$ cat config.mk
export PLATFORM = sky130hd
export DESIGN_NAME = beat_fifo
export DESIGN_NICKNAME = d
export VERILOG_FILES = /design/src/logic/weight_pkg.sv /design/src/logic/beat_fifo.sv
export SDC_FILE = /design/constraint.sdc
export NUM_CORES = 1
export LEC_CHECK = 0
export BUFFER_PORTS_ARGS = -buffer_cell sky130_fd_sc_hd__buf_2
export CAP_MARGIN = 20
export CORE_UTILIZATION = 54
export CTS_CLUSTER_DIAMETER = 30
export DETAILED_ROUTE_END_ITERATION = 6
export PLACE_DENSITY = 0.75
export SYNTH_ARGS = -nofsm -noshare
export SYNTH_HDL_FRONTEND = slang
export SYNTH_SLANG_ARGS = --single-unit
$ cat constraint.sdc
create_clock -name clk -period 3.7 [get_ports clk]
set_clock_uncertainty 0.05 [all_clocks]
set_input_delay 0.555 -clock clk [delete_from_list [all_inputs] [get_ports clk]]
set_output_delay 0.555 -clock clk [all_outputs]
set_load 0.02 [all_outputs]
$ cat src/logic/weight_pkg.sv
package weight_pkg;

    // Counter digits
    localparam int DIGIT_W    = 8;
    localparam int NUM_DIGITS = 3;

    // Weight words and store addressing
    localparam int DATA_W = 32;
    localparam int ADDR_W = 8;

    typedef logic [DIGIT_W-1:0] digit_t;

    // Digit 0 sits in the low byte and counts fastest
    typedef logic [NUM_DIGITS-1:0][DIGIT_W-1:0] digits_t;

    typedef struct packed {
        digits_t sizes;
        digits_t strides;
        digit_t  offset;
    } instruc_t;

    // Tile flags carried with every word
    typedef struct packed {
        logic last_elm;
        logic last_inner;
        logic first_outer;
    } beat_info_t;

    typedef struct packed {
        logic [ADDR_W-1:0] addr;
        beat_info_t        info;
    } read_req_t;

    typedef struct packed {
        logic [DATA_W-1:0] data;
        beat_info_t        info;
    } read_beat_t;

    typedef enum logic [1:0] {
        IDLE,
        GET_INSTRUC,
        COUNT
    } reader_state_e;

endpackage
$ cat src/logic/beat_fifo.sv
`timescale 1ns/1ps

module beat_fifo #(
    parameter int OUT_DEPTH = 8
) (
    input  logic                             clk,
    input  logic                             resetn,
    input  logic                             beat_valid,
    input  weight_pkg::read_beat_t           beat,
    output logic                             q_valid,
    input  logic                             q_ready,
    output weight_pkg::read_beat_t           q,
    output logic [$clog2(OUT_DEPTH + 1)-1:0] occupancy
);

    localparam int PTR_W = (OUT_DEPTH > 1) ? $clog2(OUT_DEPTH) : 1;
    localparam int CNT_W = $clog2(OUT_DEPTH + 1);

    weight_pkg::read_beat_t entries [OUT_DEPTH];
    logic [PTR_W-1:0]       wr_ptr;
    logic [PTR_W-1:0]       rd_ptr;
    logic [CNT_W-1:0]       count;
    logic                   pop;

    // Head entry is visible without a read strobe
    assign q_valid   = (count != '0);
    assign q         = entries[rd_ptr];
    assign pop       = q_valid && q_ready;
    assign occupancy = count;

    always_ff @(posedge clk) begin
        if (!resetn) begin
            wr_ptr <= '0;
            rd_ptr <= '0;
            count  <= '0;
        end else begin
            if (beat_valid) begin
                wr_ptr <= (wr_ptr == PTR_W'(OUT_DEPTH - 1)) ? '0 : wr_ptr + 1'b1;
            end
            if (pop) begin
                rd_ptr <= (rd_ptr == PTR_W'(OUT_DEPTH - 1)) ? '0 : rd_ptr + 1'b1;
            end
            count <= count + CNT_W'(beat_valid) - CNT_W'(pop);
        end
    end

    always_ff @(posedge clk) begin
        if (beat_valid) begin
            entries[wr_ptr] <= beat;
        end
    end

    // Issue gating upstream must leave room for every returning word
    assert property (@(posedge clk) disable iff (!resetn)
        beat_valid |-> count < CNT_W'(OUT_DEPTH));

endmodule

# == Word level (Yosys, flattened, before mapping) ==
# Memory sizes are Yosys's and may differ from the RTL's. A register that Yosys moved wholly into a read port is not among the register bits.
# Cells that the tools add are included.
# classes
mul,0
mux,6
n_addsub,4
bitwise,0
shift,0
n_lt_le_gt_ge,0
div_mod_pow,0
n_eq_ne,2
reduce_logical,2
# ops
cell,count
two-way mux 3 bit,4
adder 3 x 1 -> 3 bit (second input constant),2
== test 3 bit (second input constant),2
adder 4 x 1 -> 4 bit,1
nonzero test 4 bit,1
subtractor 4 x 1 -> 4 bit,1
two-way mux 1 bit,2
logical AND 1 bit,1
# word_totals
latchBits,0
n_memories,1
inputBits,39
rom_bits,0
mem_bits_rw,280
regBits,10
# memory_table
memory,words,word_bits,read_ports,rd_ports_with_merged_regs,wr,line_no,text
entries,8,35,1,1,1,beat_fifo.sv:19,weight_pkg::read_beat_t entries [OUT_DEPTH];

# == Longest topological paths before layout ==
# logic_depth
depth_word,4
ltp_mapped,9
mapped_depth_nobuf,9

# == Least setup slack after synthesis ==
# Ideal clock, no wire load.
# synth_timing
kind,input-to-reg
from,input beat_valid
to,memory entries[0][0] (netlist bit) (enable)
setup_slack_ns,0.123
stages,2
arrival_ns,3.056
setup_ns,0.471
n_path_buf,0
path_cell_list,nand2b_1 > nor3_1
# synth_between
elab_chain_len,2
# synth_rtl
item,line_no,text
start: declaration,beat_fifo.sv:8,"input logic beat_valid,"
two-way mux 1 bit,beat_fifo.sv:48,if (beat_valid) begin
two-way mux 1 bit (not written as such),beat_fifo.sv:49,entries[wr_ptr] <= beat;
end: declaration,beat_fifo.sv:19,
# Every way passes these cells.

==> impl_results.md <==
* Outcome: complete, no violations
* WP data arrival at 2.66 ns
* R2R Setup Slk at roughly 1.3 ns
* XOR/XNOR Fraction of Synth Area at 0.000764
* Main combinational cell family by area after synthesis: multiplexers
* IO Port Bufs at 78
* Die width at around 150 um
* Post-CTS Setup Inserts at 0
* Starting Density at 0.559
* Finish-stage setup viols at 0
* Hold_buf cts at 0
* Leading cell type in the layout, fill and taps excluded: edfxtp_1
* I/O pins at 79
* R2R depth at 9
* Post-synthesis adder-cell area fraction at 0.0105
* DRC violations left at 0
* Cells after synthesis at 479
* Hold WC Path Type: input port to register
* Worst IR Drop VDD at 0.000371 V
* Total track usage at 0.210
* Clock transition at path regs at 0.05 ns
* Synth Net Count at about 530
* Final wirelength at 21900 um
* Leak Pwr at 4.80 nW
* Largest stage delay, worst path at 0.69 ns
* Power after layout at 9.45 mW
* Mux cell area share after synthesis at 0.204
* Setup crit end kind: primary output
* Simple-Gate Fraction of Synth Area at 0.0142
* Critical path, cell by cell: buf_4 -> mux4_1 -> mux2_2 -> buf_2
* Commonest cells after routing, fill and taps aside: edfxtp_1, buf_2, mux4_1
* Ratio of cells with drive above 1 in the final layout at 0.354
* Total Negative Setup Slacks at 0 ns
* CP Launch Type: register
* CTS HTree Levels at 2
* Core area at 20500 um^2
* Pwr/cell area at 678 nW/um^2
* Nets at 655
* Synth Area in Compound Gates at 0.00164
* DP HPWL at 11600 um
* Initial DRC count at 380
* Post-synth cell types at 25
* Max-cap violations at 0
* Hold Crit Start: beat[27]
* End of the worst hold path: entries[2][27]$_DFFE_PP_
* Final instance area at 14000 um^2
* Post-DRT Antenna Nets at 0
* Mean Syn Cell Area at 23.9 um^2
* Routability cong. at around 0.7
* Vias at 5336
* Clock sink count at 293
* Placed instance count at 825
* CTS tree: done
* First-pass GRT wire length at around 33000 um
* Router iterations before antenna repair at 4
* Seq/Total Area, Yosys at 0.756
* Ys Warns at 0
* Worst path bufs/invs at 2
* Post-Layout Cell Count at between 900 and 1k
* Worst skew pair latency at 0.53 ns
* Via density at 5.80
* Synthesis-stage register bit count at roughly 300
* Fillers at 1255
* Fin crit share at 0.882
* Reg2reg start: occupancy[2]$_SDFF_PN0_
* FF-to-FF End: occupancy[2]$_SDFF_PN0_
* Cell Rows at 52
* DR WL/cell at 23.8 um
* Worst Tran Pin Value at 0.753 ns
* Area of the die at 21800 um^2
* Kind of cell adding the most delay to the critical path: multiplexers
* Final min period at 3.27 ns
* Crit path max fanout at 32
* Slowest stage cell, crit path: dfxtp_4
* Clock Tree Buf Depth at 3
* Worst Hold Depth at 1
* Slew margin rel. at 0.497
* Fin util at 0.681
* Chip height at 148 um
* Mapped cell area at 11500 um^2
* Area post-placement at between 10000 and 15000 um^2
* Grt ovf at 0
* Total CTS buffers at 50
* Initial antenna violation count at 2
* Req. time, crit path at about 3.1 ns
* Max Freq at 0.306 GHz
* Area delta synth->final at 21.7%
* Setup CP Type: register to primary output
* Final Max Tran Viols at 0
* Post-CTS sizing at 0
* Vias in the first global route at 5724
* CTS Root Cell: clkbuf_16
* Unrepaired setup endpoints after global routing: no
* Final number of hold-violating endpoints at 0
* Largest net degree at the start of global routing at 71
## power breakdown
part           total, mW  switching, mW  internal [mW]
clock network       4.42           1.62           2.81
logic               1.18          0.612          0.567
registers           3.85          0.110           3.74
total               9.45           2.34           7.12
## stage by stage
step / hold slack [ns] / worst slack, ns
after floorplan: 0.414 / 0.123
after global placement: 0.421 / 1.00
after detailed placement: 0.431 / 0.966
after CTS: 0.206 / 0.390
after global routing: 0.220 / 0.311
final: 0.225 / 0.435
## cell usage after synthesis, drive strengths merged
| cell | instances | area (um^2) |
|---|---|---|
| edfxtp | 280 | 8410 |
| mux4 | 70 | 1840 |
| mux2 | 35 | 394 |
| dfxtp | 13 | 260 |
| clkbuf | 11 | 41.3 |
| nand2 | 11 | 43.8 |
| buf | 10 | 97.6 |
| mux2i | 10 | 100 |
| ha | 8 | 100 |
| nor2 | 8 | 30.0 |
| and2 | 4 | 25.0 |
| inv | 4 | 15.0 |
| nand2b | 3 | 18.8 |
| nor2b | 2 | 12.5 |
| nor3 | 2 | 10.0 |
| a21o | 1 | 7.51 |
| a21oi | 1 | 5.00 |
| fa | 1 | 20.0 |
| nand3b | 1 | 7.51 |
| o22ai | 1 | 6.26 |
| or2 | 1 | 6.26 |
| or3b | 1 | 8.76 |
| xor2 | 1 | 8.76 |
## registers in the layout, summed over array words and instances, names as in the netlist, named ones only
signal	flops
occupancy	4
entries	280
wr_ptr	3
rd_ptr	3
## final cells by class
class	count	area [um^2]	share of cell area
repair buffers	97	571	0.0409
inverters	4	15.0	0.00108
clock inverters	37	375	0.0269
diodes	1	2.50	0.000179
multi-input cells	161	2700	0.193
clock buffers	57	1280	0.0916
flip-flops and latches	293	8670	0.622
well taps	270	338	0.0242
## routing by layer
| metal | GRT usage | vias up | wire [um] |
|---|---|---|---|
| li1 | - | 2361 | - |
| met1 | 0.264 | 2754 | 8980 |
| met2 | 0.356 | 164 | 11200 |
| met3 | 0.0500 | 55 | 1120 |
| met4 | 0.0809 | 2 | 554 |
| met5 | 0 | - | 13 |
## how the worst max path moves through the flow
stage | start | end | slack (ns) | cells past startpoint
floorplan | beat_valid | entries[0][0]$_DFFE_PP_ | 0.12 | 2
global route | register | q[21] | 0.31 | 4
global placement | register | q[18] | 1.00 | 4
finish | register | q[21] | 0.43 | 4
CTS | register | q[21] | 0.39 | 4
detailed placement | register | q[21] | 0.97 | 4
## kinds of logic after synthesis
group,after synthesis
flip-flops,293
multiplexers,115
AND/OR/NAND/NOR,33
buffers and inverters,25
adder cells (fa/ha/maj),9
AO/OA/AOI/OAI,3
XOR/XNOR,1
No activity file was read; power rests on OpenSTA's default activity.
