<file path="config.mk">
export PLATFORM = sky130hd
export DESIGN_NAME = reader_fsm
export DESIGN_NICKNAME = d
export VERILOG_FILES = /design/src/logic/weight_pkg.sv /design/src/logic/reader_fsm.sv
export SDC_FILE = /design/constraint.sdc
export NUM_CORES = 1
export LEC_CHECK = 0
export BUFFER_PORTS_ARGS = -buffer_cell sky130_fd_sc_hd__buf_2
export CAP_MARGIN = 20
export CORE_AREA = 2 2 39 41
export DETAILED_ROUTE_END_ITERATION = 6
export DIE_AREA = 0 0 41 43
export GPL_TIMING_DRIVEN = 0
export PLACE_DENSITY = 0.36
export SLEW_MARGIN = 0
export SYNTH_ARGS = -nofsm -noshare
export SYNTH_HDL_FRONTEND = slang
export SYNTH_SLANG_ARGS = --single-unit
</file>
<file path="constraint.sdc">
create_clock -name clk -period 1.3 [get_ports clk]
set_input_delay 0.065 -clock clk [delete_from_list [all_inputs] [get_ports clk]]
set_output_delay 0.065 -clock clk [all_outputs]
set_load 0.1 [all_outputs]
</file>
<file path="src/logic/weight_pkg.sv">
package weight_pkg;

    // Counter digits
    localparam int DIGIT_W    = 8;
    localparam int NUM_DIGITS = 3;

    // Weight words and store addressing
    localparam int DATA_W = 32;
    localparam int ADDR_W = 8;

    typedef logic [DIGIT_W-1:0] digit_t;

    // Digit 0 sits in the low byte and counts fastest
    typedef logic [NUM_DIGITS-1:0][DIGIT_W-1:0] digits_t;

    typedef struct packed {
        digits_t sizes;
        digits_t strides;
        digit_t  offset;
    } instruc_t;

    // Tile flags carried with every word
    typedef struct packed {
        logic last_elm;
        logic last_inner;
        logic first_outer;
    } beat_info_t;

    typedef struct packed {
        logic [ADDR_W-1:0] addr;
        beat_info_t        info;
    } read_req_t;

    typedef struct packed {
        logic [DATA_W-1:0] data;
        beat_info_t        info;
    } read_beat_t;

    typedef enum logic [1:0] {
        IDLE,
        GET_INSTRUC,
        COUNT
    } reader_state_e;

endpackage
</file>
<file path="src/logic/reader_fsm.sv">
`timescale 1ns/1ps

module reader_fsm #(
    parameter int OUT_DEPTH = 8
) (
    input  logic                             clk,
    input  logic                             resetn,
    input  logic                             start,
    input  logic                             empty,
    input  logic                             at_last_elm,
    input  logic [$clog2(OUT_DEPTH + 1)-1:0] occupancy,
    output logic                             load,
    output logic                             issue
);

    localparam int CNT_W = $clog2(OUT_DEPTH + 1);

    weight_pkg::reader_state_e state;
    weight_pkg::reader_state_e next_state;
    logic                      in_flight;
    logic [CNT_W:0]            pending;

    // One read sits in the store register before it lands in the FIFO
    assign pending = (CNT_W + 1)'(occupancy) + (CNT_W + 1)'(in_flight);

    assign load  = (state == weight_pkg::GET_INSTRUC) && !empty;
    assign issue = (state == weight_pkg::COUNT) && (pending < (CNT_W + 1)'(OUT_DEPTH));

    always_comb begin
        next_state = state;
        case (state)
            weight_pkg::IDLE: begin
                if (start) next_state = weight_pkg::GET_INSTRUC;
            end
            weight_pkg::GET_INSTRUC: begin
                if (load) next_state = weight_pkg::COUNT;
            end
            weight_pkg::COUNT: begin
                if (issue && at_last_elm) next_state = weight_pkg::GET_INSTRUC;
            end
            default: next_state = weight_pkg::IDLE;
        endcase
    end

    always_ff @(posedge clk) begin
        if (!resetn) begin
            state     <= weight_pkg::IDLE;
            in_flight <= 1'b0;
        end else begin
            state     <= next_state;
            in_flight <= issue;
        end
    end

    // Stored words plus the one in flight never exceed the FIFO depth
    assert property (@(posedge clk) disable iff (!resetn)
        pending <= (CNT_W + 1)'(OUT_DEPTH));

endmodule

</file>
== Yosys cells after proc, flatten, opt, wreduce, memory -nomap -nowiden ==
Index checks and enable logic that the tools add are counted.
Storage, ports and cells
  register bits: 3
  input bits: 9
  output and inout bits: 2
Cells by class
  $add $sub $neg: 1
  order comparisons: 1
  equality and inequality tests: 5
  mux-type cells: 4
  reductions and logical operators: 6
Operators with widths (number)
  two-way mux 2 bit: 3
  one-hot mux 2 bit (3 select lines): 1
  adder 4 x 1 -> 5 bit: 1
  less-than comparator 5 x 4 -> 1 bit (second input constant): 1
  inequality test 2 bit (second input constant): 2
  logical AND 1 bit: 3
  AND reduction 3 bit: 1
  equality test 2 x 1 -> 1 bit (second input constant): 1
  equality test 2 bit (second input constant): 1
  zero test 2 bit: 1
  inequality test 2 x 1 -> 1 bit (second input constant): 1
  zero test 1 bit: 1

== Depth between registers and ports, before layout ==
  word-level depth: 6
  depth in mapped cells: 3
  gate-level depth less buffers: 3

== Worst setup path after synthesis ==
Ideal clock, no wire load.
  kind: reg-to-reg
  start point: register state[0]
  end point: register state[1]
  data arrival time: 2888 ps
  path slack: -1662 ps
  cell stages (with the launch flop): 4
  clock period less this slack: 2962 ps
  cell sequence: dfxtp_1 nor3b_1 nand2_1 o21ai_0
On the way
  elaborated cells on any way between the ends: 11
  those cells by class: eq/ne (5); mux (1); reduce/logical (5)
RTL lines
  start: declaration: line reader_fsm.sv:18  | weight_pkg::reader_state_e state;
  start signal: assignment: line reader_fsm.sv:47  | state <= weight_pkg::IDLE;
  start signal: assignment: line reader_fsm.sv:50  | state <= next_state;
  equality test 2 x 1 -> 1 bit: line reader_fsm.sv:26  | assign load = (state == weight_pkg::GET_INSTRUC) && !empty;
  logical AND 1 bit: line reader_fsm.sv:26
  named net load: line reader_fsm.sv:12  | output logic load,
  inequality test 2 bit (no line)
  AND reduction 3 bit (no line)
The timed path passes the listed nets, and every way through them passes these cells.
A chain may end at the register's enable or synchronous reset.

== Final worst setup path ==
  start point: register state[1]
  end point: output issue
On the way
  word-level cells in the longest chain between the ends: 2
RTL lines
  equality test 2 bit: line reader_fsm.sv:27  | assign issue = (state == weight_pkg::COUNT) && (pending < (CNT_W + 1)'(OUT_DEPTH));
  logical AND 1 bit: line reader_fsm.sv:27
  end: declaration: line reader_fsm.sv:13  | output logic issue
No other way between the ends.

==> impl_metrics.env <==
export IMPL_slew_violations=0
export IMPL_initial_core_util=0.1221
export IMPL_cts_setup_buffers=0
export IMPL_critPathKind="reg -> out"
export IMPL_grt_setup_unrepaired="no"
export IMPL_drtPass1Iterations=2
export IMPL_path_max_fanout=3
export IMPL_min_period_ps=1250
export IMPL_dp_hpwl_um=327.3
export IMPL_grt_overflow=0
export IMPL_rr_startpoint="state[0]"
export IMPL_tightestPinTransition_ps=277.6
export IMPL_drtIter0Drc=2
export IMPL_syn2layout_area_growth_pct=68.15
export IMPL_cts_root_buf="clkbuf_4"
export IMPL_via_count=162
export IMPL_max_clock_path_buffers=2
export IMPL_combPwrFrac=0.182
export IMPL_min_to="state[1]"
export IMPL_grtUsageMet2=0.07500
export IMPL_startpoint_type="flip-flop"
export IMPL_fin_crit_sh=0.9615
export IMPL_slew_headroom=0.8164
export IMPL_cts_hold_buf=0
export IMPL_ys_ff_latch=3
export IMPL_via_per_inst=3.600
export IMPL_coreArea_mm2=0.001384
export IMPL_finalSetupViolations=0
export IMPL_clock_latency_ps=230
export IMPL_cts_tree="built"
export IMPL_grtUsageMet1=0.03859
export IMPL_ios=11
export IMPL_diodes=0
export IMPL_crit_required_ps=1240
export IMPL_timing_fmax_ghz=0.8000
export IMPL_grt_pass1_wl_um=545
export IMPL_grt_pass1_vias=160
export IMPL_top_usage_layer="met2"
export IMPL_hold_viol=0
export IMPL_fin_util=0.2052
export IMPL_p_per_area_mw_per_mm2=1145
export IMPL_dieArea_mm2=0.001763
export IMPL_worstReg2RegEnd="state[0]"
export IMPL_hp_class="in -> reg"
export IMPL_maxCapViolCount=0
export IMPL_p_total_uw=325.3
export IMPL_worstSetupStartpoint="state[1]"
export IMPL_grt_use_total=0.05422
export IMPL_switching_share=0.2644
export IMPL_cts_resized=2
export IMPL_die_h_um=43
export IMPL_switchingPower_uw=86.01
export IMPL_end_kind="output pin"
export IMPL_wirelength_um=357
export IMPL_clkSlewWorstSetupHoldPaths_ps=40
export IMPL_cts_num_sinks=3
export IMPL_r2r_cells=2
export IMPL_worst_clock_skew_ps=2.569
export IMPL_yosysUniqueCellTypes=12
export IMPL_syn_nets=24
export IMPL_whs_ps=97.93
export IMPL_whs_path_depth=3
export IMPL_syn_area_per_cell_um2=11.26
export IMPL_power_leakage_nw=0.1097
export IMPL_r2r_slack_ps=270
export IMPL_routedWlPerCell_um=7.933
export IMPL_drive_gt1_frac=0.7241
export IMPL_route_detailed_drc=0
export IMPL_hold_start="resetn"
export IMPL_antenna_found_initial=0
export IMPL_status="completed"
export IMPL_ir_worst_vdd_v=0.0002710
export IMPL_ys_seq_area_frac=0.3556
export IMPL_h_tree_depth=1
export IMPL_clockPowerShare=0.494
export IMPL_final_setup_tns_ps=0
export IMPL_fin_nets=39
export IMPL_die_w_um=41
export IMPL_cp_data_arrival_time_ps=1180
export IMPL_final_common_cell="buf_2"
export IMPL_gp_congestion=0.5614
export IMPL_grt_max_degree=5
export IMPL_globalRouteMet3Util=0.04712
export IMPL_num_rows=14
export IMPL_port_buffers=10
export IMPL_cts_buffers=3
export IMPL_p_int_uw=239.2
export IMPL_netlist_area_um2=168.9
export IMPL_pwr_share_seq=0.323
export IMPL_syn_inst=15
export IMPL_final_cell_mix="8 x buf_2, 3 x clkbuf_4, 2 x buf_4, 2 x dfxtp_2"
export IMPL_ant_nets=0
export IMPL_ys_warn_count=0
[critical path: stages (launching register included)]
cell	delay, ps
dfxtp_2	360
inv_2	60
nor4_4	210
buf_4	330
[cell families after synthesis]
family / synth area share
buf+inv: 0.02220
mux: 0.06666
simple gates: 0.4740
flops: 0.3556
compound gates: 0.08146
[worst max-delay path by stage]
stage                      to
floorplan           in_flight
global placement        issue
detailed placement      issue
CTS                     issue
global route            issue
finish                  issue
[metal layers]
metal | vias up | share of wire
met4 | 0 | 0
met2 | 4 | 0.59
met5 | - | 0
met3 | 0 | 0.090
li1 | 84 | -
met1 | 74 | 0.32
[cells in the mapped netlist]
cell / count / area, µm²
and2_1: 1 / 6.260
nand2_1: 1 / 3.750
nor3b_1: 2 / 15.01
dfxtp_1: 3 / 60.06
nor4_4: 1 / 21.27
inv_1: 1 / 3.750
o21ai_0: 1 / 5.000
nand3b_1: 1 / 7.510
mux2_2: 1 / 11.26
a31o_1: 1 / 8.760
and4_4: 1 / 11.26
nor4b_2: 1 / 15.01
[registers in the layout (all words and copies together), names as in the netlist]
register,cells
in_flight,1
state,2
[power groups by stage]
stage          Sequential [mW]  Combinational, mW  Clock (mW)
6_report                 0.105             0.0593       0.161
5_1_grt                  0.106             0.0635       0.180
4_1_cts                  0.105             0.0603       0.170
3_5_place_dp             0.107             0.0585           0
3_3_place_gp             0.107             0.0581           0
2_1_floorplan            0.106             0.0386           0
[metrics by stage]
step,std cells,setup slack [ps],area [µm²]
3_5_place_dp,41,154.2,252.7
6_report,45,50.04,284.0
3_3_place_gp,41,149.2,252.7
2_1_floorplan,15,-455.2,182.7
4_1_cts,45,33.54,284.0
5_1_grt,45,3.404,284.0
[layout make-up]
type,count,area [µm²]
Inverter,1,3.754
Clock buffer,4,26.28
Multi-Input combinational cell,11,116.4
Tap cell,16,20.02
Fill cell,166,1100
Sequential cell,3,62.56
Timing Repair Buffer,10,55.05
Power figures use the tool's default switching activity.
