[src/logic/weight_pkg.sv]
package weight_pkg;

    // Counter digits
    localparam int DIGIT_W    = 8;
    localparam int NUM_DIGITS = 3;

    // Weight words and store addressing
    localparam int DATA_W = 32;
    localparam int ADDR_W = 8;

    typedef logic [DIGIT_W-1:0] digit_t;

    // Digit 0 sits in the low byte and counts fastest
    typedef logic [NUM_DIGITS-1:0][DIGIT_W-1:0] digits_t;

    typedef struct packed {
        digits_t sizes;
        digits_t strides;
        digit_t  offset;
    } instruc_t;

    // Tile flags carried with every word
    typedef struct packed {
        logic last_elm;
        logic last_inner;
        logic first_outer;
    } beat_info_t;

    typedef struct packed {
        logic [ADDR_W-1:0] addr;
        beat_info_t        info;
    } read_req_t;

    typedef struct packed {
        logic [DATA_W-1:0] data;
        beat_info_t        info;
    } read_beat_t;

    typedef enum logic [1:0] {
        IDLE,
        GET_INSTRUC,
        COUNT
    } reader_state_e;

endpackage
[src/logic/instruc_fifo.sv]
`timescale 1ns/1ps

module instruc_fifo #(
    parameter int INSTR_DEPTH = 4
) (
    input  logic                 clk,
    input  logic                 resetn,
    input  logic                 instruc_valid,
    output logic                 instruc_ready,
    input  weight_pkg::instruc_t instruc,
    input  logic                 load,
    output logic                 empty,
    output weight_pkg::instruc_t instruc_q
);

    localparam int PTR_W = (INSTR_DEPTH > 1) ? $clog2(INSTR_DEPTH) : 1;
    localparam int CNT_W = $clog2(INSTR_DEPTH + 1);

    weight_pkg::instruc_t entries [INSTR_DEPTH];
    logic [PTR_W-1:0]     wr_ptr;
    logic [PTR_W-1:0]     rd_ptr;
    logic [CNT_W-1:0]     count;
    logic                 out_of_reset;
    logic                 push;

    assign instruc_ready = out_of_reset && (count != CNT_W'(INSTR_DEPTH));
    assign empty         = (count == '0);
    assign push          = instruc_valid && instruc_ready;
    assign instruc_q     = entries[rd_ptr];

    always_ff @(posedge clk) begin
        if (!resetn) begin
            out_of_reset <= 1'b0;
            wr_ptr       <= '0;
            rd_ptr       <= '0;
            count        <= '0;
        end else begin
            out_of_reset <= 1'b1;
            if (push) begin
                wr_ptr <= (wr_ptr == PTR_W'(INSTR_DEPTH - 1)) ? '0 : wr_ptr + 1'b1;
            end
            if (load) begin
                rd_ptr <= (rd_ptr == PTR_W'(INSTR_DEPTH - 1)) ? '0 : rd_ptr + 1'b1;
            end
            count <= count + CNT_W'(push) - CNT_W'(load);
        end
    end

    always_ff @(posedge clk) begin
        if (push) begin
            entries[wr_ptr] <= instruc;
        end
    end

    // Counter logic relies on every digit having at least one value
    assert property (@(posedge clk) disable iff (!resetn)
        push |-> (instruc.sizes[0] != '0) && (instruc.sizes[1] != '0)
                 && (instruc.sizes[2] != '0));

    assert property (@(posedge clk) disable iff (!resetn) load |-> !empty);

endmodule

[config.mk]
export PLATFORM = sky130hd
export DESIGN_NAME = instruc_fifo
export DESIGN_NICKNAME = d
export VERILOG_FILES = /design/src/logic/weight_pkg.sv /design/src/logic/instruc_fifo.sv
export SDC_FILE = /design/constraint.sdc
export NUM_CORES = 1
export LEC_CHECK = 0
export ABC_CLOCK_PERIOD_IN_PS = 3000
export BUFFER_PORTS_ARGS = -buffer_cell sky130_fd_sc_hd__buf_2
export CAP_MARGIN = 10
export CORE_ASPECT_RATIO = 1.25
export CORE_MARGIN = 10
export CORE_UTILIZATION = 40
export CTS_CLUSTER_DIAMETER = 40
export DETAILED_ROUTE_END_ITERATION = 8
export GPL_ROUTABILITY_DRIVEN = 0
export GPL_TIMING_DRIVEN = 0
export MAX_ROUTING_LAYER = met4
export PLACE_DENSITY_LB_ADDON = 0.12
export SYNTH_ARGS = -nofsm -noshare
export SYNTH_HDL_FRONTEND = slang
export SYNTH_SLANG_ARGS = --single-unit
[constraint.sdc]
create_clock -name clk -period 3 [get_ports clk]
set_input_delay 0.3 -clock clk [delete_from_list [all_inputs] [get_ports clk]]
set_output_delay 0.3 -clock clk [all_outputs]
set_load 0.02 [all_outputs]
### After elaboration in Yosys (flattened, before gate mapping)

Memories as Yosys holds them, arrays and structs flattened. A register that Yosys moved wholly into a read port is not among the register bits.
Index checks and enable logic that the tools add are counted.

* mux-type cells: 7
* reduce and logical (&&, ||, !) cells: 3
* equality and inequality tests: 3
* $add $sub $neg: 4

Operators by type and width (count)
* two-way mux 2 bit: 4
* adder 2 x 1 -> 2 bit, second input constant: 2
* equality test 2 bit, second input constant: 2
* adder 3 x 1 -> 3 bit: 1
* zero test 3 bit: 1
* two-way mux 1 bit: 3
* inequality test 3 bit, second input constant: 1
* subtractor 3 x 1 -> 3 bit: 1
* logical AND 1 bit: 2

* bits in registers: 8
* memories kept: 1
* input port bits: 60
* output and inout bits: 58
* bits in writable memories: 224

Memories
* entries: depth 4, width 56, read ports 1, clocked after memory_dff 1, wr ports 1, line instruc_fifo.sv:19 `weight_pkg::instruc_t entries [INSTR_DEPTH];`

### Depth between registers and ports, before layout

* word-level depth: 5
* depth in mapped cells: 11
* depth with buffers taken out: 11

### Least setup slack after synthesis

OpenSTA, ideal clock, no wires.

* path type: flip-flop to flip-flop
* start: register count[1]
* end: memory entries[1][0] (netlist name), enable pin
* clock period less this slack: 2648 ps
* arrival: 2229 ps
* setup slack: 352 ps
* cell stages (with the launch flop): 4
* cell sequence: dfxtp_1 > nor2_1 > a21oi_1 > and2_1

* cells in the longest elaborated chain, start to end: 5

RTL lines
* from (decl): line instruc_fifo.sv:22 `logic [CNT_W-1:0] count;`
* from (signal assigned): line instruc_fifo.sv:45 `count <= count + CNT_W'(push) - CNT_W'(load);`
* inequality test 3 bit: line instruc_fifo.sv:26 `assign instruc_ready = out_of_reset && (count != CNT_W'(INSTR_DEPTH));`
* logical AND 1 bit: line instruc_fifo.sv:26
* logical AND 1 bit: line instruc_fifo.sv:28 `assign push = instruc_valid && instruc_ready;`
* two-way mux 1 bit: line instruc_fifo.sv:50 `if (push) begin`
* two-way mux 1 bit (implied by the code): line instruc_fifo.sv:51 `entries[wr_ptr] <= instruc;`
* to (decl): line instruc_fifo.sv:19

Every way passes these cells.

### Worst setup path after layout

* start: register count[1]
* end: register count[2]

* cells in the longest elaborated chain, start to end: 5

RTL lines (line)
* inequality test 3 bit: instruc_fifo.sv:26
* logical AND 1 bit: instruc_fifo.sv:26
* logical AND 1 bit: instruc_fifo.sv:28
* adder 3 x 1 -> 3 bit *: instruc_fifo.sv:45
* subtractor 3 x 1 -> 3 bit *: instruc_fifo.sv:45

Mark *: on every way between the ends. The rest lies on a longest branch, timed or not.
A chain may end at the register's enable or synchronous reset.

==> parameters.txt <==
Parameter                              Value

Synth
  Post-synth top area share    0.781
  Synthesis Warnings    0
  Synth async-reset ratio    0
  Unique cell type count in the Yosys netlist    22
  Most frequently used flop master after synthesis    sky130_fd_sc_hd__edfxtp_1
  Number of enable flip-flop cells after synthesis    224
  Number of register bits inferred by synthesis    about 230
  Seq/Total Area, Yosys    0.805
  Mapped Area    8610 um^2
  Avg Synthesized Cell Area    approximately 25 um^2
  Syn Inst Count    approximately 340
  Cell with the most instances after synthesis    sky130_fd_sc_hd__edfxtp_1
  Cell types occupying the most area after synthesis    sky130_fd_sc_hd__edfxtp_1, sky130_fd_sc_hd__mux4_2, sky130_fd_sc_hd__dfxtp_1
  Synth top cells by count    sky130_fd_sc_hd__edfxtp_1, sky130_fd_sc_hd__mux4_2, sky130_fd_sc_hd__dfxtp_1
  Leading area contributor after synthesis    sky130_fd_sc_hd__edfxtp_1
  Net count after synthesis    410

Timing
  Final count of pins violating max slew    0
  Remaining max-slew budget at the tightest pin    0.541
  Worst clock skew    0.0109 ns
  Setup tns final    0 ns
  Fmax    0.386 GHz
  Slew at the pin with the worst max-slew slack    0.688 ns
  Number of hold-slack violations in the final timing report    0
  Unrepaired setup endpoints after global routing    false
  Number of endpoints failing setup at the final stage    0
  Period minus WS final    2.59 ns
  Part of the cycle the worst path needs    0.865

Die
  Horizontal die dimension    151 um
  I/O pin total    118
  Vert. Die Dim    approximately 180 um
  Total number of placement rows    59
  Floorplan Core Area    approximately 21000 um^2
  Area of the die    27800 um^2
  Initial Utilization    0.411

Global routing
  Overflow left after global routing    0
  Global-route wire length before repair    26.3 mm
  Initial antenna violation count    1
  Number of global-route vias before repair    4698
  Pin count of the biggest net entering global routing    44
  Global-route usage over all layers    0.125

Status
  Result of the run    completed

Power and ir drop
  LEAKAGE    3.84 nW
  Cell area power density    731 nW/um^2
  Largest voltage drop on the vdd net    0.698 mV

Clock network
  Clock buffers created by TritonCTS    28
  # clock sinks    roughly 230
  Clock slew seen by the registers of the worst setup and hold paths    roughly 0.050 ns
  Number of buffers on the longest clock path    3
  Cell chosen for the clock root    sky130_fd_sc_hd__clkbuf_16
  Number of levels in the clock H-tree    1
  TritonCTS clock tree    built
  Count of cells resized by post-cts repair    0
  Clock insertion delay at the later pin of the skew report    0.52 ns

Cells and area
  Area used by multi-input combinational logic    roughly 1500 um^2
  Number of fillers in the final layout    roughly 1700
  Final standard cell utilization of the core    0.535
  P&R area growth vs syn    30.4%
  Layout cells sized above 1    0.417
  Storage element area    6930 um^2
  Final Net Count    about 620

Routing
  Detailed Route WL    16.7 mm
  Number of remaining DRC errors    0
  Detailed-route vias per instance    between 4 and 5
  Number of DRC markers in iteration 0    176
  Total iterations of the first detailed-routing run    5
  Routed wire length per instance    19.7 um
  Antenna violation net count after detailed routing    0
  Number of vias in the routed layout    4122

Setup path
  Crit path required time    3.41 ns
  CP Capture Type    register
  Kind of launch point of the worst setup path    register
  Bufs and invs on worst path    3
  Start-to-end type of the worst setup path    reg -> reg
  Most numerous cell on the critical path    sky130_fd_sc_hd__inv_1
  Length in cells of the worst reg-to-reg path    11
  Standard cell with the maximum stage delay on the critical path    sky130_fd_sc_hd__a21oi_1
  Critical path cell sequence    nor2_1 -> a21oi_1 -> inv_1 -> ha_1 -> inv_1 -> ha_1 -> inv_1 -> fa_1 -> xnor2_1 -> xnor2_1 -> and2_1
  Count of cell instances traversed by the critical path    11
  Arrival time worst endpoint    3.00 ns
  Largest incremental delay on the critical path    0.53 ns
  Maximum fanout along the worst path    7
  Family with the most delay on the worst path    adder cells

Hold path
  Worst hold path cell count    3
  HP Class    in -> reg

Place
  Count of port buffers added during placement    between 100 and 150
  Detailed placer's ending HPWL    10.4 mm

Job
  Number of maximum-capacitance violations    0
state kept, by name, summed over array words and instances (netlist names), named ones only:
register	flops
count	3
rd_ptr	2
wr_ptr	2
entries	224
out_of_reset	1
per-stage QoR:
step	worst slack [ns]	power, mW	instance area, um^2	instances	hold WS (ns)
finish	0.406	8.20	11200	846	0.149
global route	0.229	8.52	11200	846	0.174
CTS	0.397	8.33	11200	845	0.127
detailed placement	0.433	4.64	9630	737	0.416
global placement	-0.940	4.61	9540	733	0.416
floorplan	0.352	4.33	8610	342	0.328
worst min-delay path, cell delays in order:
cell and delay [ns]:
sky130_fd_sc_hd__buf_2 0.12, sky130_fd_sc_hd__mux2i_1 0.08, sky130_fd_sc_hd__nor2b_1 0.12
routing by layer:
layer,share of wire,up-vias,track usage
met5,0,-,-
met3,0.053,22,0.0286
li1,-,1872,-
met2,0.54,90,0.215
met1,0.39,2138,0.143
met4,0.015,0,0.0336
final timing paths:
| check | slack (ns) | endpoint | from |
|---|---|---|---|
| worst max-delay path | 0.41 | count[2] | count[1] |
| worst min register to register | 0.51 | wr_ptr[1] | wr_ptr[1] |
| worst max register to register | 0.41 | count[2] | count[1] |
| worst min-delay path | 0.15 | rd_ptr[1] | load |
cells by family (layout without fill, tap and decap cells):
family,after synthesis,in the layout,synth area share
muxes,59,59,0.150
xor gates and xnor gates,2,2,0.00204
and+or+nand+nor,18,18,0.0110
adders and majority gates,8,8,0.0125
DFF,234,234,0.805
other,0,1,0
AOI/OAI and AO/OA,3,3,0.00233
buffers and inverters,18,247,0.0174
power by group:
part / switching, mW / internal, mW
clock: 1.30 / 2.29
combinational: 0.461 / 0.377
sequential: 0.0421 / 3.73
total: 1.80 / 6.40
cell type report:
type                            instances  area share
Buffer                                 13      0.0117
Multi-Input combinational cell         90       0.137
Antenna cell                            1    0.000223
Clock buffer                           33      0.0660
Tap cell                              274      0.0305
Clock inverter                         18      0.0245
Inverter                                5     0.00167
Timing Repair Buffer                  178       0.111
Sequential cell                       234       0.617
cell usage in the layout, fill, tap and decap left out:
| cell | instances |
|---|---|
| sky130_fd_sc_hd__mux4_2 | 56 |
| sky130_fd_sc_hd__nor3b_1 | 1 |
| sky130_fd_sc_hd__buf_16 | 1 |
| sky130_fd_sc_hd__fa_1 | 1 |
| sky130_fd_sc_hd__buf_2 | 122 |
| sky130_fd_sc_hd__and2_1 | 2 |
| sky130_fd_sc_hd__xnor2_1 | 2 |
| sky130_fd_sc_hd__inv_1 | 5 |
| sky130_fd_sc_hd__dlygate4sd3_1 | 57 |
| sky130_fd_sc_hd__clkinv_1 | 1 |
| sky130_fd_sc_hd__nor2b_1 | 3 |
| sky130_fd_sc_hd__nand2_1 | 5 |
| sky130_fd_sc_hd__edfxtp_1 | 224 |
| sky130_fd_sc_hd__clkinv_2 | 2 |
| sky130_fd_sc_hd__dfxtp_1 | 10 |
| sky130_fd_sc_hd__buf_12 | 7 |
| sky130_fd_sc_hd__nor3_1 | 1 |
| sky130_fd_sc_hd__clkbuf_1 | 6 |
| sky130_fd_sc_hd__diode_2 | 1 |
| sky130_fd_sc_hd__buf_4 | 1 |
| sky130_fd_sc_hd__clkinv_8 | 1 |
| sky130_fd_sc_hd__inv_8 | 1 |
| sky130_fd_sc_hd__ha_1 | 7 |
| sky130_fd_sc_hd__bufinv_16 | 6 |
| sky130_fd_sc_hd__a21oi_1 | 1 |
| sky130_fd_sc_hd__and2_4 | 4 |
| sky130_fd_sc_hd__nor2_1 | 2 |
| sky130_fd_sc_hd__buf_6 | 1 |
| sky130_fd_sc_hd__clkinvlp_4 | 6 |
| sky130_fd_sc_hd__o21a_1 | 1 |
| sky130_fd_sc_hd__clkinv_4 | 1 |
| sky130_fd_sc_hd__clkbuf_16 | 29 |
| sky130_fd_sc_hd__mux2i_1 | 3 |
| sky130_fd_sc_hd__a21boi_0 | 1 |
timing repair:
item	4_1_cts	5_1_grt
hold buffers	57	0
setup endpoints to repair	0	0
setup buffers	0	0
hold endpoints to repair	225	0
(Power assumes the default switching activity.)
