[src/logic/weight_pkg.sv]
package weight_pkg;

    // Counter digits
    localparam int DIGIT_W    = 8;
    localparam int NUM_DIGITS = 3;

    // Weight words and store addressing
    localparam int DATA_W = 32;
    localparam int ADDR_W = 8;

    typedef logic [DIGIT_W-1:0] digit_t;

    // Digit 0 sits in the low byte and counts fastest
    typedef logic [NUM_DIGITS-1:0][DIGIT_W-1:0] digits_t;

    typedef struct packed {
        digits_t sizes;
        digits_t strides;
        digit_t  offset;
    } instruc_t;

    // Tile flags carried with every word
    typedef struct packed {
        logic last_elm;
        logic last_inner;
        logic first_outer;
    } beat_info_t;

    typedef struct packed {
        logic [ADDR_W-1:0] addr;
        beat_info_t        info;
    } read_req_t;

    typedef struct packed {
        logic [DATA_W-1:0] data;
        beat_info_t        info;
    } read_beat_t;

    typedef enum logic [1:0] {
        IDLE,
        GET_INSTRUC,
        COUNT
    } reader_state_e;

endpackage
[src/logic/address_counter.sv]
`timescale 1ns/1ps

module address_counter (
    input  logic                  clk,
    input  logic                  resetn,
    input  logic                  load,
    input  weight_pkg::instruc_t  instruc_q,
    input  logic                  issue,
    output weight_pkg::read_req_t req,
    output logic                  at_last_elm
);

    localparam int N = weight_pkg::NUM_DIGITS;
    localparam int A = weight_pkg::ADDR_W;

    weight_pkg::instruc_t  instr;
    weight_pkg::digits_t   counts;
    logic [N-1:0]          at_last;
    logic [N-1:0]          at_first;
    logic [N-1:0]          carry;
    logic [A-1:0]          addr_sum;

    // Active instruction, held for the whole walk
    always_ff @(posedge clk) begin
        if (load) begin
            instr <= instruc_q;
        end
    end

    always_comb begin
        for (int i = 0; i < N; i++) begin
            at_last[i]  = (counts[i] == instr.sizes[i] - 1'b1);
            at_first[i] = (counts[i] == '0);
        end
    end

    // Digit i steps only when all faster digits wrap
    always_comb begin
        carry[0] = issue;
        for (int i = 1; i < N; i++) begin
            carry[i] = carry[i-1] && at_last[i-1];
        end
    end

    always_ff @(posedge clk) begin
        if (!resetn) begin
            counts <= '0;
        end else if (load) begin
            counts <= '0;
        end else begin
            for (int i = 0; i < N; i++) begin
                if (carry[i]) begin
                    counts[i] <= at_last[i] ? '0 : counts[i] + 1'b1;
                end
            end
        end
    end

    // Address wraps at the store size
    always_comb begin
        addr_sum = A'(instr.offset);
        for (int i = 0; i < N; i++) begin
            addr_sum = addr_sum + A'(counts[i] * instr.strides[i]);
        end
    end

    assign at_last_elm = &at_last;

    always_comb begin
        req.addr             = addr_sum;
        req.info.last_elm    = &at_last;
        req.info.last_inner  = at_last[0];
        req.info.first_outer = at_first[N-1];
    end

    // Every digit stays below its size while reads go out
    assert property (@(posedge clk) disable iff (!resetn)
        issue |-> (counts[0] < instr.sizes[0]) && (counts[1] < instr.sizes[1])
                  && (counts[2] < instr.sizes[2]));

endmodule

[config.mk]
export PLATFORM = sky130hd
export DESIGN_NAME = address_counter
export DESIGN_NICKNAME = d
export VERILOG_FILES = /design/src/logic/weight_pkg.sv /design/src/logic/address_counter.sv
export SDC_FILE = /design/constraint.sdc
export NUM_CORES = 1
export LEC_CHECK = 0
export ABC_CLOCK_PERIOD_IN_PS = 5700
export BUFFER_PORTS_ARGS = -buffer_cell sky130_fd_sc_hd__buf_2
export CELL_PAD_IN_SITES_DETAIL_PLACEMENT = 0
export CELL_PAD_IN_SITES_GLOBAL_PLACEMENT = 1
export CORE_MARGIN = 5
export CORE_UTILIZATION = 35
export DETAILED_ROUTE_END_ITERATION = 10
export PLACE_DENSITY_LB_ADDON = 0.1
export SLEW_MARGIN = 20
export SYNTH_ARGS = -nofsm -noshare
export SYNTH_HDL_FRONTEND = slang
export SYNTH_SLANG_ARGS = --single-unit
[constraint.sdc]
create_clock -name clk -period 5.7 [get_ports clk]
set_input_delay 0.57 -clock clk [delete_from_list [all_inputs] [get_ports clk]]
set_output_delay 0.57 -clock clk [all_outputs]
set_load 0.02 [all_outputs]
Yosys cells after proc, flatten, opt, wreduce, memory -nomap -nowiden. Index checks and enable logic that the tools add are counted.

Input port bits: 60. Memories: 0. Register bits: 80. Memory bits (read-only): 0. Output and inout port bits: 12. Logic and storage cells: 34. Latch bits: 0. RAM bits: 0.

Bitwise gates (word level): 1. Mux-type cells: 3. Shift-type cells: 0. Add/subtract/negate cells: 9. Reduce and logical (&&, ||, !) cells: 5. Equality and inequality tests: 3. Order comparisons: 0. Multipliers: 3. Div/mod/pow operators: 0.

Operators with widths (number): adder 8 x 1 -> 8 bit (second input constant) (3); adder 8 bit (3); equality test 8 bit (3); multiplier 8 x 8 -> 8 bit (3); two-way mux 8 bit (3); subtractor 8 x 1 -> 8 bit (second input constant) (3); zero test 8 bit (1); AND reduction 3 bit (1); logical AND 1 bit (2); OR reduction 2 bit (1); inverter 1 bit (1).

Longest topological paths before layout. Gate-level depths: netlist of the first run.

Word-level depth: 4. Gate-level depth with buffers: 20.

Least setup slack after synthesis of the first run. OpenSTA, ideal clock, no wires.

Kind: register to output. From: reg counts[18] (netlist bit). To: out req[10] (netlist bit). Cell stages (with the launch flop): 20. Arrival: 5.502 ns. Slack: -0.372 ns. Path through: dfxtp_1 -> clkbuf_1 -> and2_1 -> fa_1 -> inv_1 -> fa_1 -> fa_1 -> inv_1 -> fa_1 -> fa_1 -> fa_1 -> inv_1 -> fa_1 -> inv_1 -> ha_1 -> inv_1 -> o21bai_1 -> a21oi_1 -> xnor2_1 -> xnor2_1.

RTL lines: start, declared (RTL line address_counter.sv:17) `weight_pkg::digits_t counts;`; start signal, assigned by index (RTL line address_counter.sv:53) `counts[i] <= at_last[i] ? '0 : counts[i] + 1'b1;`; end, declared (RTL line address_counter.sv:9) `output weight_pkg::read_req_t req,`.

==> results.md, run 1 <==
* Status: finished, violations left
* Failing checks: setup timing
* Starting density of the core at 35.7%
* Antenna cell count at 0
* CTS tree: yes
* Post-synth top area cell: edfxtp_1
* # IOs at 72
* Top-count cell post-synth: inv_1
* Clock latency on the worst-skew pair at 0.34 ns
* Synth Cell Area at 6980 µm²
* CP dominant cell by count: fa_1
* Die height at 151 µm
* Antenna violations before repair at 0
* Hold Violations, Final at 0
* Final cell count without fillers at 1,084
* CTS Hold Bufs at 0
* Ys Warns at 0
* Seq pwr share at 46.6%
* CP arrival at 5.58 ns
* Hold slack final at 0.395 ns
* Setup total negative slack at -0.751 ns
* Switching power at 379 µW
* Hold WC Path Type: primary input to register
* Worst Path Required at 5.13 ns
* Port buffer count at 71
* Top_reg_cell synth: edfxtp_1
* Initial DRC count at 335
* Main area contributors after synthesis: edfxtp_1, fa_1, ha_1, xnor2_1, dfxtp_1
* P&R area growth vs syn at 21.3%
* Final setup violation count at 3
* Syn Nets at 871
* Pwr/cell area at 175 nW/µm²
* Sequential share of the synthesized area at 31.0%
* Crit share post-route at 108%
* Placement-stage cell area at 8010 µm²
* Final wirelength at 17,000 µm
* Final Max Tran Viols at 0
* Least-Margin Pin Slew at 0.985 ns
* Max Freq at 163 MHz
* Post-DR wirelength/cell at 15.7 µm
* Crit path cell chain: and2_4 > fa_1 > inv_2 > fa_1 > fa_1 > inv_1 > fa_1 > fa_1 > fa_1 > inv_2 > fa_1 > inv_2 > ha_4 > inv_1 > o21bai_1 > a21oi_2 > xnor2_2 > xnor2_2 > buf_4
* Total Routing Usage GR at 15.9%
* Global-route wire length before repair at 28,000 µm
* Logic pwr share at 14.6%
* Die width at 151 µm
* DRT Pass-1 Iters at 6
* DRT antenna net count at 0
* Core area at 19,500 µm²
* # nets final at 991
* DRC at 0
* Share of cells above drive strength 1 at 23.9%
* Worst Path Max Fanout at 3
* Placed Cells at 1,059
* Largest stage delay, worst path at 0.54 ns
* Syn Inst Count at 694
* Vias/cell at 4.68
* Internal power at 1100 µW
* Final min period at 6.15 ns
* Final worst setup slack at -0.449 ns
* Crit path launch type: register
* Final Cell Area at 8460 µm²
* Max clock buf depth at 2
* Die ar. at 22,900 µm²
* Leak Pwr at 0.00362 µW
* H-tree lvl count at 3
* MaxCap Viol Count at 0
* Slew headroom at 34.3%
* Clk_skew at 0.00850 ns
* Unrepaired setup endpoints after global routing: true
* CTS sink count at 80
* Row count at 51
* Sw Share at 25.6%
* Slowest cell on crit path: fa_1
* Seq cells post-synth at 80
* Crit end category: output port
* Final core occ at 43.3%
* Clk pwr share at 38.8%
* Yosys top cell area share at 24.1%
* CTS buffer count at 9
* DR vias at 5,071
* Syn_area_per_cell at 10.1 µm²
* Synth top cells by count: inv_1, nand2_1, xnor2_1, ha_1, fa_1
* Post-DP HPWL at 14,100 µm
* Vias in the first global route at 5,402
* Post-synthesis async set-or-reset flop share at 0%
* VDD IR max at 121 µV
* Synth cell types at 56
* Root buffer cell: clkbuf_16
* CP Buf/Inv Count at 6
* Stages on worst setup path at 19
* Grt ovf at 0
* EDFF count, synth at 56
* RePlAce Congestion at 0.809
* Register clock-pin slew on the reported worst setup and hold paths at 0.06 ns
* Worst R2R Path Depth at 9
* CP top delay family: adder cells
* Setup Crit Path Kind: register to output port
* Pin count of the biggest net entering global routing at 58
* WHS Path Cells at 1
==> repair_timing <==
| item | in CTS | in global routing |
|---|---|---|
| setup endpoints to repair | 4 | 5 |
| resized for setup | 20 | 9 |
| pin swaps | 24 | 6 |
| setup buffers | 8 | 2 |
==> routing by layer <==
layer	vias up	GRT usage, %	wire, µm
met3	19	2.66	653
met1	2438	20.8	7620
met4	0	4.26	262
met5	-	0	0
li1	2508	-	-
met2	106	27.5	8490
==> worst reg2reg max path, stage by stage (launching register included) <==
cell	delay, ns
edfxtp_1	0.45
inv_1	0.09
ha_1	0.19
nor3b_1	0.33
a21oi_1	0.10
nand4b_1	0.20
a21oi_1	0.56
nand3_4	0.27
or3_1	0.40
a211oi_1	0.31
==> flip-flops by register name, summed over array words and instances (netlist names) <==
signal / flops
counts: 24
instr: 56
==> placed cells by master, fill, tap and decap left out, types with 6 or more instances in the layout <==
cell type,netlist,layout
xor2_1,27,27
inv_1,111,104
clkbuf_16,0,9
nor2_1,11,11
nor3_1,18,18
nand2_1,64,63
and2_1,56,53
xnor2_1,61,56
dfxtp_1,24,21
edfxtp_1,56,56
a21oi_1,17,14
inv_2,0,7
ha_1,60,57
a32o_1,6,6
buf_2,0,67
buf_4,1,66
nand3_1,12,12
xnor2_2,1,6
a211o_1,8,8
o21ai_0,10,10
fa_1,57,55
==> layout make-up <==
type,count,area [µm²]
Timing Repair Buffer,136,865
Fill cell,1960,11100
Sequential cell,80,2170
Clock inverter,7,62.6
Multi-Input combinational cell,476,4390
Clock buffer,9,225
Tap cell,265,332
Inverter,111,417
==> cell families (layout without fill, tap and decap cells) <==
| family | count (synthesis) | count (layout) | share of synthesized area [%] |
|---|---|---|---|
| AO/OA/AOI/OAI | 60 | 60 | 6.08 |
| AND/OR/NAND/NOR | 209 | 209 | 16.8 |
| XOR/XNOR | 89 | 89 | 11.3 |
| multiplexers | 1 | 1 | 0.144 |
| flip-flops | 80 | 80 | 31.0 |
| buffers and inverters | 138 | 263 | 7.59 |
| adder cells (fa/ha/maj) | 117 | 117 | 27.1 |
==> worst paths after layout <==
| kind | start | to | slack, ns |
|---|---|---|---|
| max | instr[27] | req[10] | -0.45 |
| min reg2reg | counts[7] | counts[7] | 0.63 |
| min | instruc_q[49] | instr[49] | 0.40 |
| max reg2reg | instr[32] | counts[11] | 2.69 |
==> power groups by stage <==
stage / clock network (µW) / registers, µW / logic (µW)
after global routing: 610 / 695 / 241
after CTS: 594 / 691 / 217
after detailed placement: 0 / 704 / 198
final: 575 / 690 / 215
after global placement: 0 / 702 / 193
after floorplan: 0 / 693 / 116
==> through the flow <==
stage          worst slack, ns  power (µW)
4_1_cts                 -0.473        1500
6_report                -0.449        1480
3_3_place_gp            -0.173         895
2_1_floorplan           0.0107         809
5_1_grt                 -0.687        1550
3_5_place_dp            -0.262         901
No activity file was read; power rests on OpenSTA's default activity.
==> run 2, diff against run 1 <==
Settings changed: CORE_ASPECT_RATIO set to 0.5.
==> results.md, run 2 (synthesis results as in run 1) <==
* Grt ovf at 0 (unchanged)
* Final min period at 6.20 ns (was 6.15 ns)
* Largest stage delay, worst path at 0.54 ns (about the same)
* H-tree lvl count at 3 (unchanged)
* Row count at 36 (was 51)
* Unrepaired setup endpoints after global routing: true (unchanged)
* Fillers at 1,921 (was 1,960)
* Core area at 19,500 µm² (about the same)
* CTS sink count at 80 (unchanged)
* CP dominant cell by count: fa_1 (unchanged)
* Share of cells above drive strength 1 at 23.8% (was 23.9%)
* Antenna violations before repair at 1 (was 0)
* Seq pwr share at 43.7% (was 46.6%)
* Final wirelength at 16,600 µm (was 17,000 µm)
* Setup Crit Path Kind: register to output port (unchanged)
* Top Registers: instr x56, counts x24 (unchanged)
* Crit end category: output port (unchanged)
* Multi-input logic area at 4380 µm² (was 4390 µm²)
* # nets final at 996 (was 991)
* Hold Violations, Final at 0 (unchanged)
* Reg area at 2160 µm² (was 2170 µm²)
* Final worst setup slack at -0.501 ns (was -0.449 ns)
* # IOs at 72 (unchanged)
* CP arrival at 5.63 ns (was 5.58 ns)
* Vias/cell at 4.54 (was 4.68)
* Status: finished, violations left (unchanged)
* Final cell count without fillers at 1,090 (was 1,084)
* Biggest register: instr (unchanged)
* Register clock-pin slew on the reported worst setup and hold paths at 0.07 ns (was 0.06 ns)
* Commonest non-fill, non-tap cell in the layout: inv_1 (unchanged)
* Largest register FFs at 56 (unchanged)
* Global-route wire length before repair at 27,200 µm (was 28,000 µm)
* Total Routing Usage GR at 15.3% (was 15.9%)
* Worst Path Required at 5.13 ns (about the same)
* VDD IR max at 136 µV (was 121 µV)
* Logic pwr share at 14.2% (was 14.6%)
* Placement-stage cell area at 8050 µm² (was 8010 µm²)
* Max Freq at 161 MHz (was 163 MHz)
* P&R area growth vs syn at 22.4% (was 21.3%)
* Worst Path Max Fanout at 2 (was 3)
* Placed Cells at 1,065 (was 1,059)
* Crit share post-route at 109% (was 108%)
* Post-DR wirelength/cell at 15.2 µm (was 15.7 µm)
* Clk pwr share at 42.2% (was 38.8%)
* Vias in the first global route at 5,133 (was 5,402)
* Most frequent cells in the layout: inv_1, buf_4, buf_2, nand2_1, ha_1 (was inv_1, buf_2, buf_4, nand2_1, ha_1)
* Post-DP HPWL at 13,800 µm (was 14,100 µm)
* Root buffer cell: clkbuf_16 (unchanged)
* Sw Share at 25.4% (was 25.6%)
* Slew headroom at 34.9% (was 34.3%)
* Setup total negative slack at -1.35 ns (was -0.751 ns)
* Failing checks: setup timing (unchanged)
* Final setup violation count at 3 (unchanged)
* DRT Pass-1 Iters at 4 (was 6)
* DRC at 0 (unchanged)
* RePlAce Congestion at 0.785 (was 0.809)
* Die ar. at 23,000 µm² (was 22,900 µm²)
* DR vias at 4,953 (was 5,071)
* Internal power at 1170 µW (was 1100 µW)
* DRT antenna net count at 0 (unchanged)
* Pin count of the biggest net entering global routing at 59 (was 58)
* CTS Hold Bufs at 0 (unchanged)
* Die width at 210 µm (was 151 µm)
* Least-Margin Pin Slew at 0.976 ns (was 0.985 ns)
* Crit path cell chain: and2_4 > fa_1 > inv_2 > fa_1 > fa_1 > inv_1 > fa_1 > fa_1 > fa_1 > inv_2 > fa_1 > inv_2 > ha_4 > inv_1 > o21bai_1 > a21oi_2 > xnor2_2 > xnor2_2 > buf_4 (unchanged)
* Switching power at 400 µW (was 379 µW)
* CTS tree: yes (unchanged)
* Port buffer count at 71 (unchanged)
* Hold WC Path Type: primary input to register (unchanged)
* MaxCap Viol Count at 0 (unchanged)
* Initial DRC count at 178 (was 335)
* Crit path launch type: register (unchanged)
* Starting density of the core at 35.8% (was 35.7%)
* Clock latency on the worst-skew pair at 0.35 ns (was 0.34 ns)
* Slowest cell on crit path: fa_1 (unchanged)
* CTS buffer count at 9 (unchanged)
* Antenna cell count at 0 (unchanged)
* Final Max Tran Viols at 0 (unchanged)
* Max clock buf depth at 2 (unchanged)
* Clk_skew at 0.00829 ns (was 0.00850 ns)
* Pwr/cell area at 184 nW/µm² (was 175 nW/µm²)
* Die height at 110 µm (was 151 µm)
* Leak Pwr at 0.00367 µW (was 0.00362 µW)
* Final Cell Area at 8540 µm² (was 8460 µm²)
-- run 2: changes by cell type in the layout (fill, tap and decap cells not counted), sizes merged --
cell      before  now
clkbuf         9   10
bufinv         1    2
inv          111  114
buf          136  141
clkinv         5    1
clkinvlp       1    0
-- run 2: routing by layer --
layer,wire (µm),part of all wire (%),vias up,global-route usage (%)
met1,8670,52,2356,22.3
met2,7190,43,61,23.9
met5,7,0.042,-,0
met3,618,3.7,9,3.11
li1,-,-,2525,-
met4,85,0.51,2,2.51
-- run 2: critical path, delay by kind of cell (launching register included) --
kind	cells	cell delay, ns
adders and majority gates	8	3.71
DFF	1	0.39
buffers and inverters	6	0.37
xor gates and xnor gates	2	0.35
AOI/OAI and AO/OA	2	0.27
and+or+nand+nor	1	0.18
-- run 2: cell type report --
class	instances	area share, %
timing repair buffer	141	10.6
tap	266	3.90
inverter	111	4.88
clock inverter	6	1.14
clock buffer	10	2.80
sequential	80	25.4
multi-input combinational	476	51.3
-- run 2: power by group through the flow --
stage                     sequential (µW)  combinational, µW  clock (µW)
final                                 687                223         663
after global routing                  692                250         704
after CTS                             687                220         691
after detailed placement              701                204           0
after global placement                700                201           0
after floorplan                       693                116           0
-- run 2: worst paths after layout --
path / depth (start not counted) / slack (ns) / from / end
worst max register to register: 9 / 2.73 / instr[32] / counts[21]
worst min register to register: 2 / 0.63 / counts[7] / counts[7]
worst min-delay path: 1 / 0.39 / instruc_q[45] / instr[45]
worst max-delay path: 19 / -0.50 / instr[27] / req[10]
-- run 2: repair_timing --
item / 4_1_cts / 5_1_grt
pin swaps: 26 / 7
setup endpoints to repair: 4 / 5
resized for setup: 17 / 5
buffers inserted: 6 / 3
-- run 2: through the flow --
step | setup WS, ns | total power, µW | utilization, % | hold slack (ns)
final | -0.501 | 1570 | 43.8 | 0.394
after global routing | -0.745 | 1650 | 43.8 | 0.373
after CTS | -0.560 | 1600 | 43.6 | 0.370
after detailed placement | -0.290 | 904 | 41.3 | 0.617
after global placement | -0.265 | 901 | 41.3 | 0.611
after floorplan | 0.0107 | 809 | - | 0.554
==> run 3, diff against run 2 <==
Settings changed: GPL_TIMING_DRIVEN set to 0, SLEW_MARGIN 20 to not set.
==> results.md, run 3 (synthesis results as in run 1) <==
* Die height at 110 µm (unchanged)
* Hold WC Path Type: primary input to register (unchanged)
* Final wirelength at 16,600 µm (about the same)
* Worst Path Max Fanout at 4 (was 2)
* Clk_skew at 0.0108 ns (was 0.00829 ns)
* H-tree lvl count at 3 (unchanged)
* CTS tree: yes (unchanged)
* Max clock buf depth at 2 (unchanged)
* Vias/cell at 4.66 (was 4.54)
* DRC at 0 (unchanged)
* Starting density of the core at 35.8% (unchanged)
* Setup Crit Path Kind: register to output port (unchanged)
* # nets final at 969 (was 996)
* Top Registers: instr x56, counts x24 (unchanged)
* Antenna cell count at 0 (unchanged)
* Internal power at 1060 µW (was 1170 µW)
* Root buffer cell: clkbuf_16 (unchanged)
* Sw Share at 27.9% (was 25.4%)
* Initial DRC count at 253 (was 178)
* Die ar. at 23,000 µm² (unchanged)
* Post-DR wirelength/cell at 15.6 µm (was 15.2 µm)
* DRT antenna net count at 0 (unchanged)
* Setup total negative slack at -1.14 ns (was -1.35 ns)
* Commonest non-fill, non-tap cell in the layout: inv_1 (unchanged)
* # IOs at 72 (unchanged)
* CP arrival at 5.66 ns (was 5.63 ns)
* Biggest register: instr (unchanged)
* Final Max Tran Viols at 0 (unchanged)
* Register clock-pin slew on the reported worst setup and hold paths at 0.08 ns (was 0.07 ns)
* CTS buffer count at 9 (unchanged)
* Seq pwr share at 46.7% (was 43.7%)
* CTS sink count at 80 (unchanged)
* Antenna violations before repair at 0 (was 1)
* DRT Pass-1 Iters at 5 (was 4)
* Unrepaired setup endpoints after global routing: true (unchanged)
* Slew headroom at 48.6% (was 34.9%)
* Final setup violation count at 3 (unchanged)
* Pwr/cell area at 176 nW/µm² (was 184 nW/µm²)
* Leak Pwr at 0.00350 µW (was 0.00367 µW)
* Logic pwr share at 14.2% (about the same)
* Least-Margin Pin Slew at 0.767 ns (was 0.976 ns)
* Die width at 210 µm (unchanged)
* Largest register FFs at 56 (unchanged)
* Grt ovf at 0 (unchanged)
* Status: finished, violations left (unchanged)
* Final min period at 6.23 ns (was 6.20 ns)
* Crit path launch type: register (unchanged)
* Crit share post-route at 109% (about the same)
* Port buffer count at 71 (unchanged)
* Total Routing Usage GR at 15.5% (was 15.3%)
* Max Freq at 161 MHz (about the same)
* P&R area growth vs syn at 19.9% (was 22.4%)
* Overall power at 1470 µW (was 1570 µW)
* Pin count of the biggest net entering global routing at 59 (unchanged)
* VDD IR max at 130 µV (was 136 µV)
* Share of cells above drive strength 1 at 22.1% (was 23.8%)
* Clk pwr share at 39.1% (was 42.2%)
* Vias in the first global route at 5,237 (was 5,133)
* Clock latency on the worst-skew pair at 0.35 ns (about the same)
* DR vias at 4,956 (was 4,953)
* Final worst setup slack at -0.530 ns (was -0.501 ns)
* CTS Hold Bufs at 0 (unchanged)
* Crit end category: output port (unchanged)
* Core area at 19,500 µm² (unchanged)
* Post-DP HPWL at 13,000 µm (was 13,800 µm)
* Failing checks: setup timing (unchanged)
* Row count at 36 (unchanged)
* Most frequent cells in the layout: inv_1, buf_2, nand2_1, ha_1 (was inv_1, buf_4, buf_2, nand2_1, ha_1)
* Worst Path Required at 5.13 ns (about the same)
* Hold Violations, Final at 0 (unchanged)
* RePlAce Congestion at 0.805 (was 0.785)
* Global-route wire length before repair at 27,600 µm (was 27,200 µm)
* Switching power at 410 µW (was 400 µW)
* MaxCap Viol Count at 0 (unchanged)
## run 3: metrics by stage
stage,instance area [µm²],hold slack [ns],std cells,setup slack [ns],utilization [%]
3_3_place_gp,7720,0.615,1031,-0.800,39.6
6_report,8370,0.381,1063,-0.530,42.9
4_1_cts,8280,0.369,1059,-0.613,42.5
2_1_floorplan,7040,0.554,694,0.0107,-
5_1_grt,8370,0.370,1063,-0.786,42.9
3_5_place_dp,7720,0.610,1031,-0.816,39.6
## run 3: path summary, 6_finish.rpt
| kind | startpoint | to | slack [ns] | cells after the start |
|---|---|---|---|---|
| hold / removal | instruc_q[6] | instr[6] | 0.38 | 1 |
| setup / recovery | instr[27] | req[10] | -0.53 | 19 |
| hold reg to reg | counts[3] | counts[3] | 0.61 | 2 |
| setup reg to reg | instr[32] | counts[10] | 2.76 | 10 |
## run 3: worst max-delay path, cell delays in order, from the launching register on
cell      delay (ns)
edfxtp_1        0.46
and2_4          0.20
fa_1            0.53
inv_1           0.05
fa_1            0.46
fa_1            0.50
inv_1           0.05
fa_1            0.49
fa_1            0.43
fa_1            0.51
inv_2           0.04
fa_1            0.54
inv_2           0.05
ha_4            0.26
inv_1           0.04
o21bai_2        0.14
a21oi_4         0.09
xnor2_2         0.17
xnor2_2         0.14
buf_4           0.17
## run 3: power by group through the flow
stage	Clock [µW]	Sequential, µW	Combinational [µW]
finish	574	687	209
global route	621	693	236
CTS	602	690	202
detailed placement	0	707	174
global placement	0	707	173
floorplan	0	693	116
## run 3: what timing repair did
item | 4_1_cts | 5_1_grt
endpoints found under the setup margin | 5 | 5
buffers inserted | 18 | 4
pin swaps | 19 | 18
gates resized for setup | 48 | 18
## run 3: layout make-up
type / instances / area, µm²
fill: 1963 / 11100
tap: 266 / 333
timing repair buffer: 94 / 562
sequential: 80 / 2190
buffer: 20 / 180
clock inverter: 6 / 48.8
multi-input combinational: 476 / 4410
inverter: 111 / 417
clock buffer: 10 / 229
## run 3: layer usage
metal,part of all wire (%),vias up,global-route usage (%)
li1,-,2470,-
met1,50,2383,22.0
met2,45,93,24.8
met3,3.8,10,3.02
met4,1.1,0,3.12
met5,0,-,0
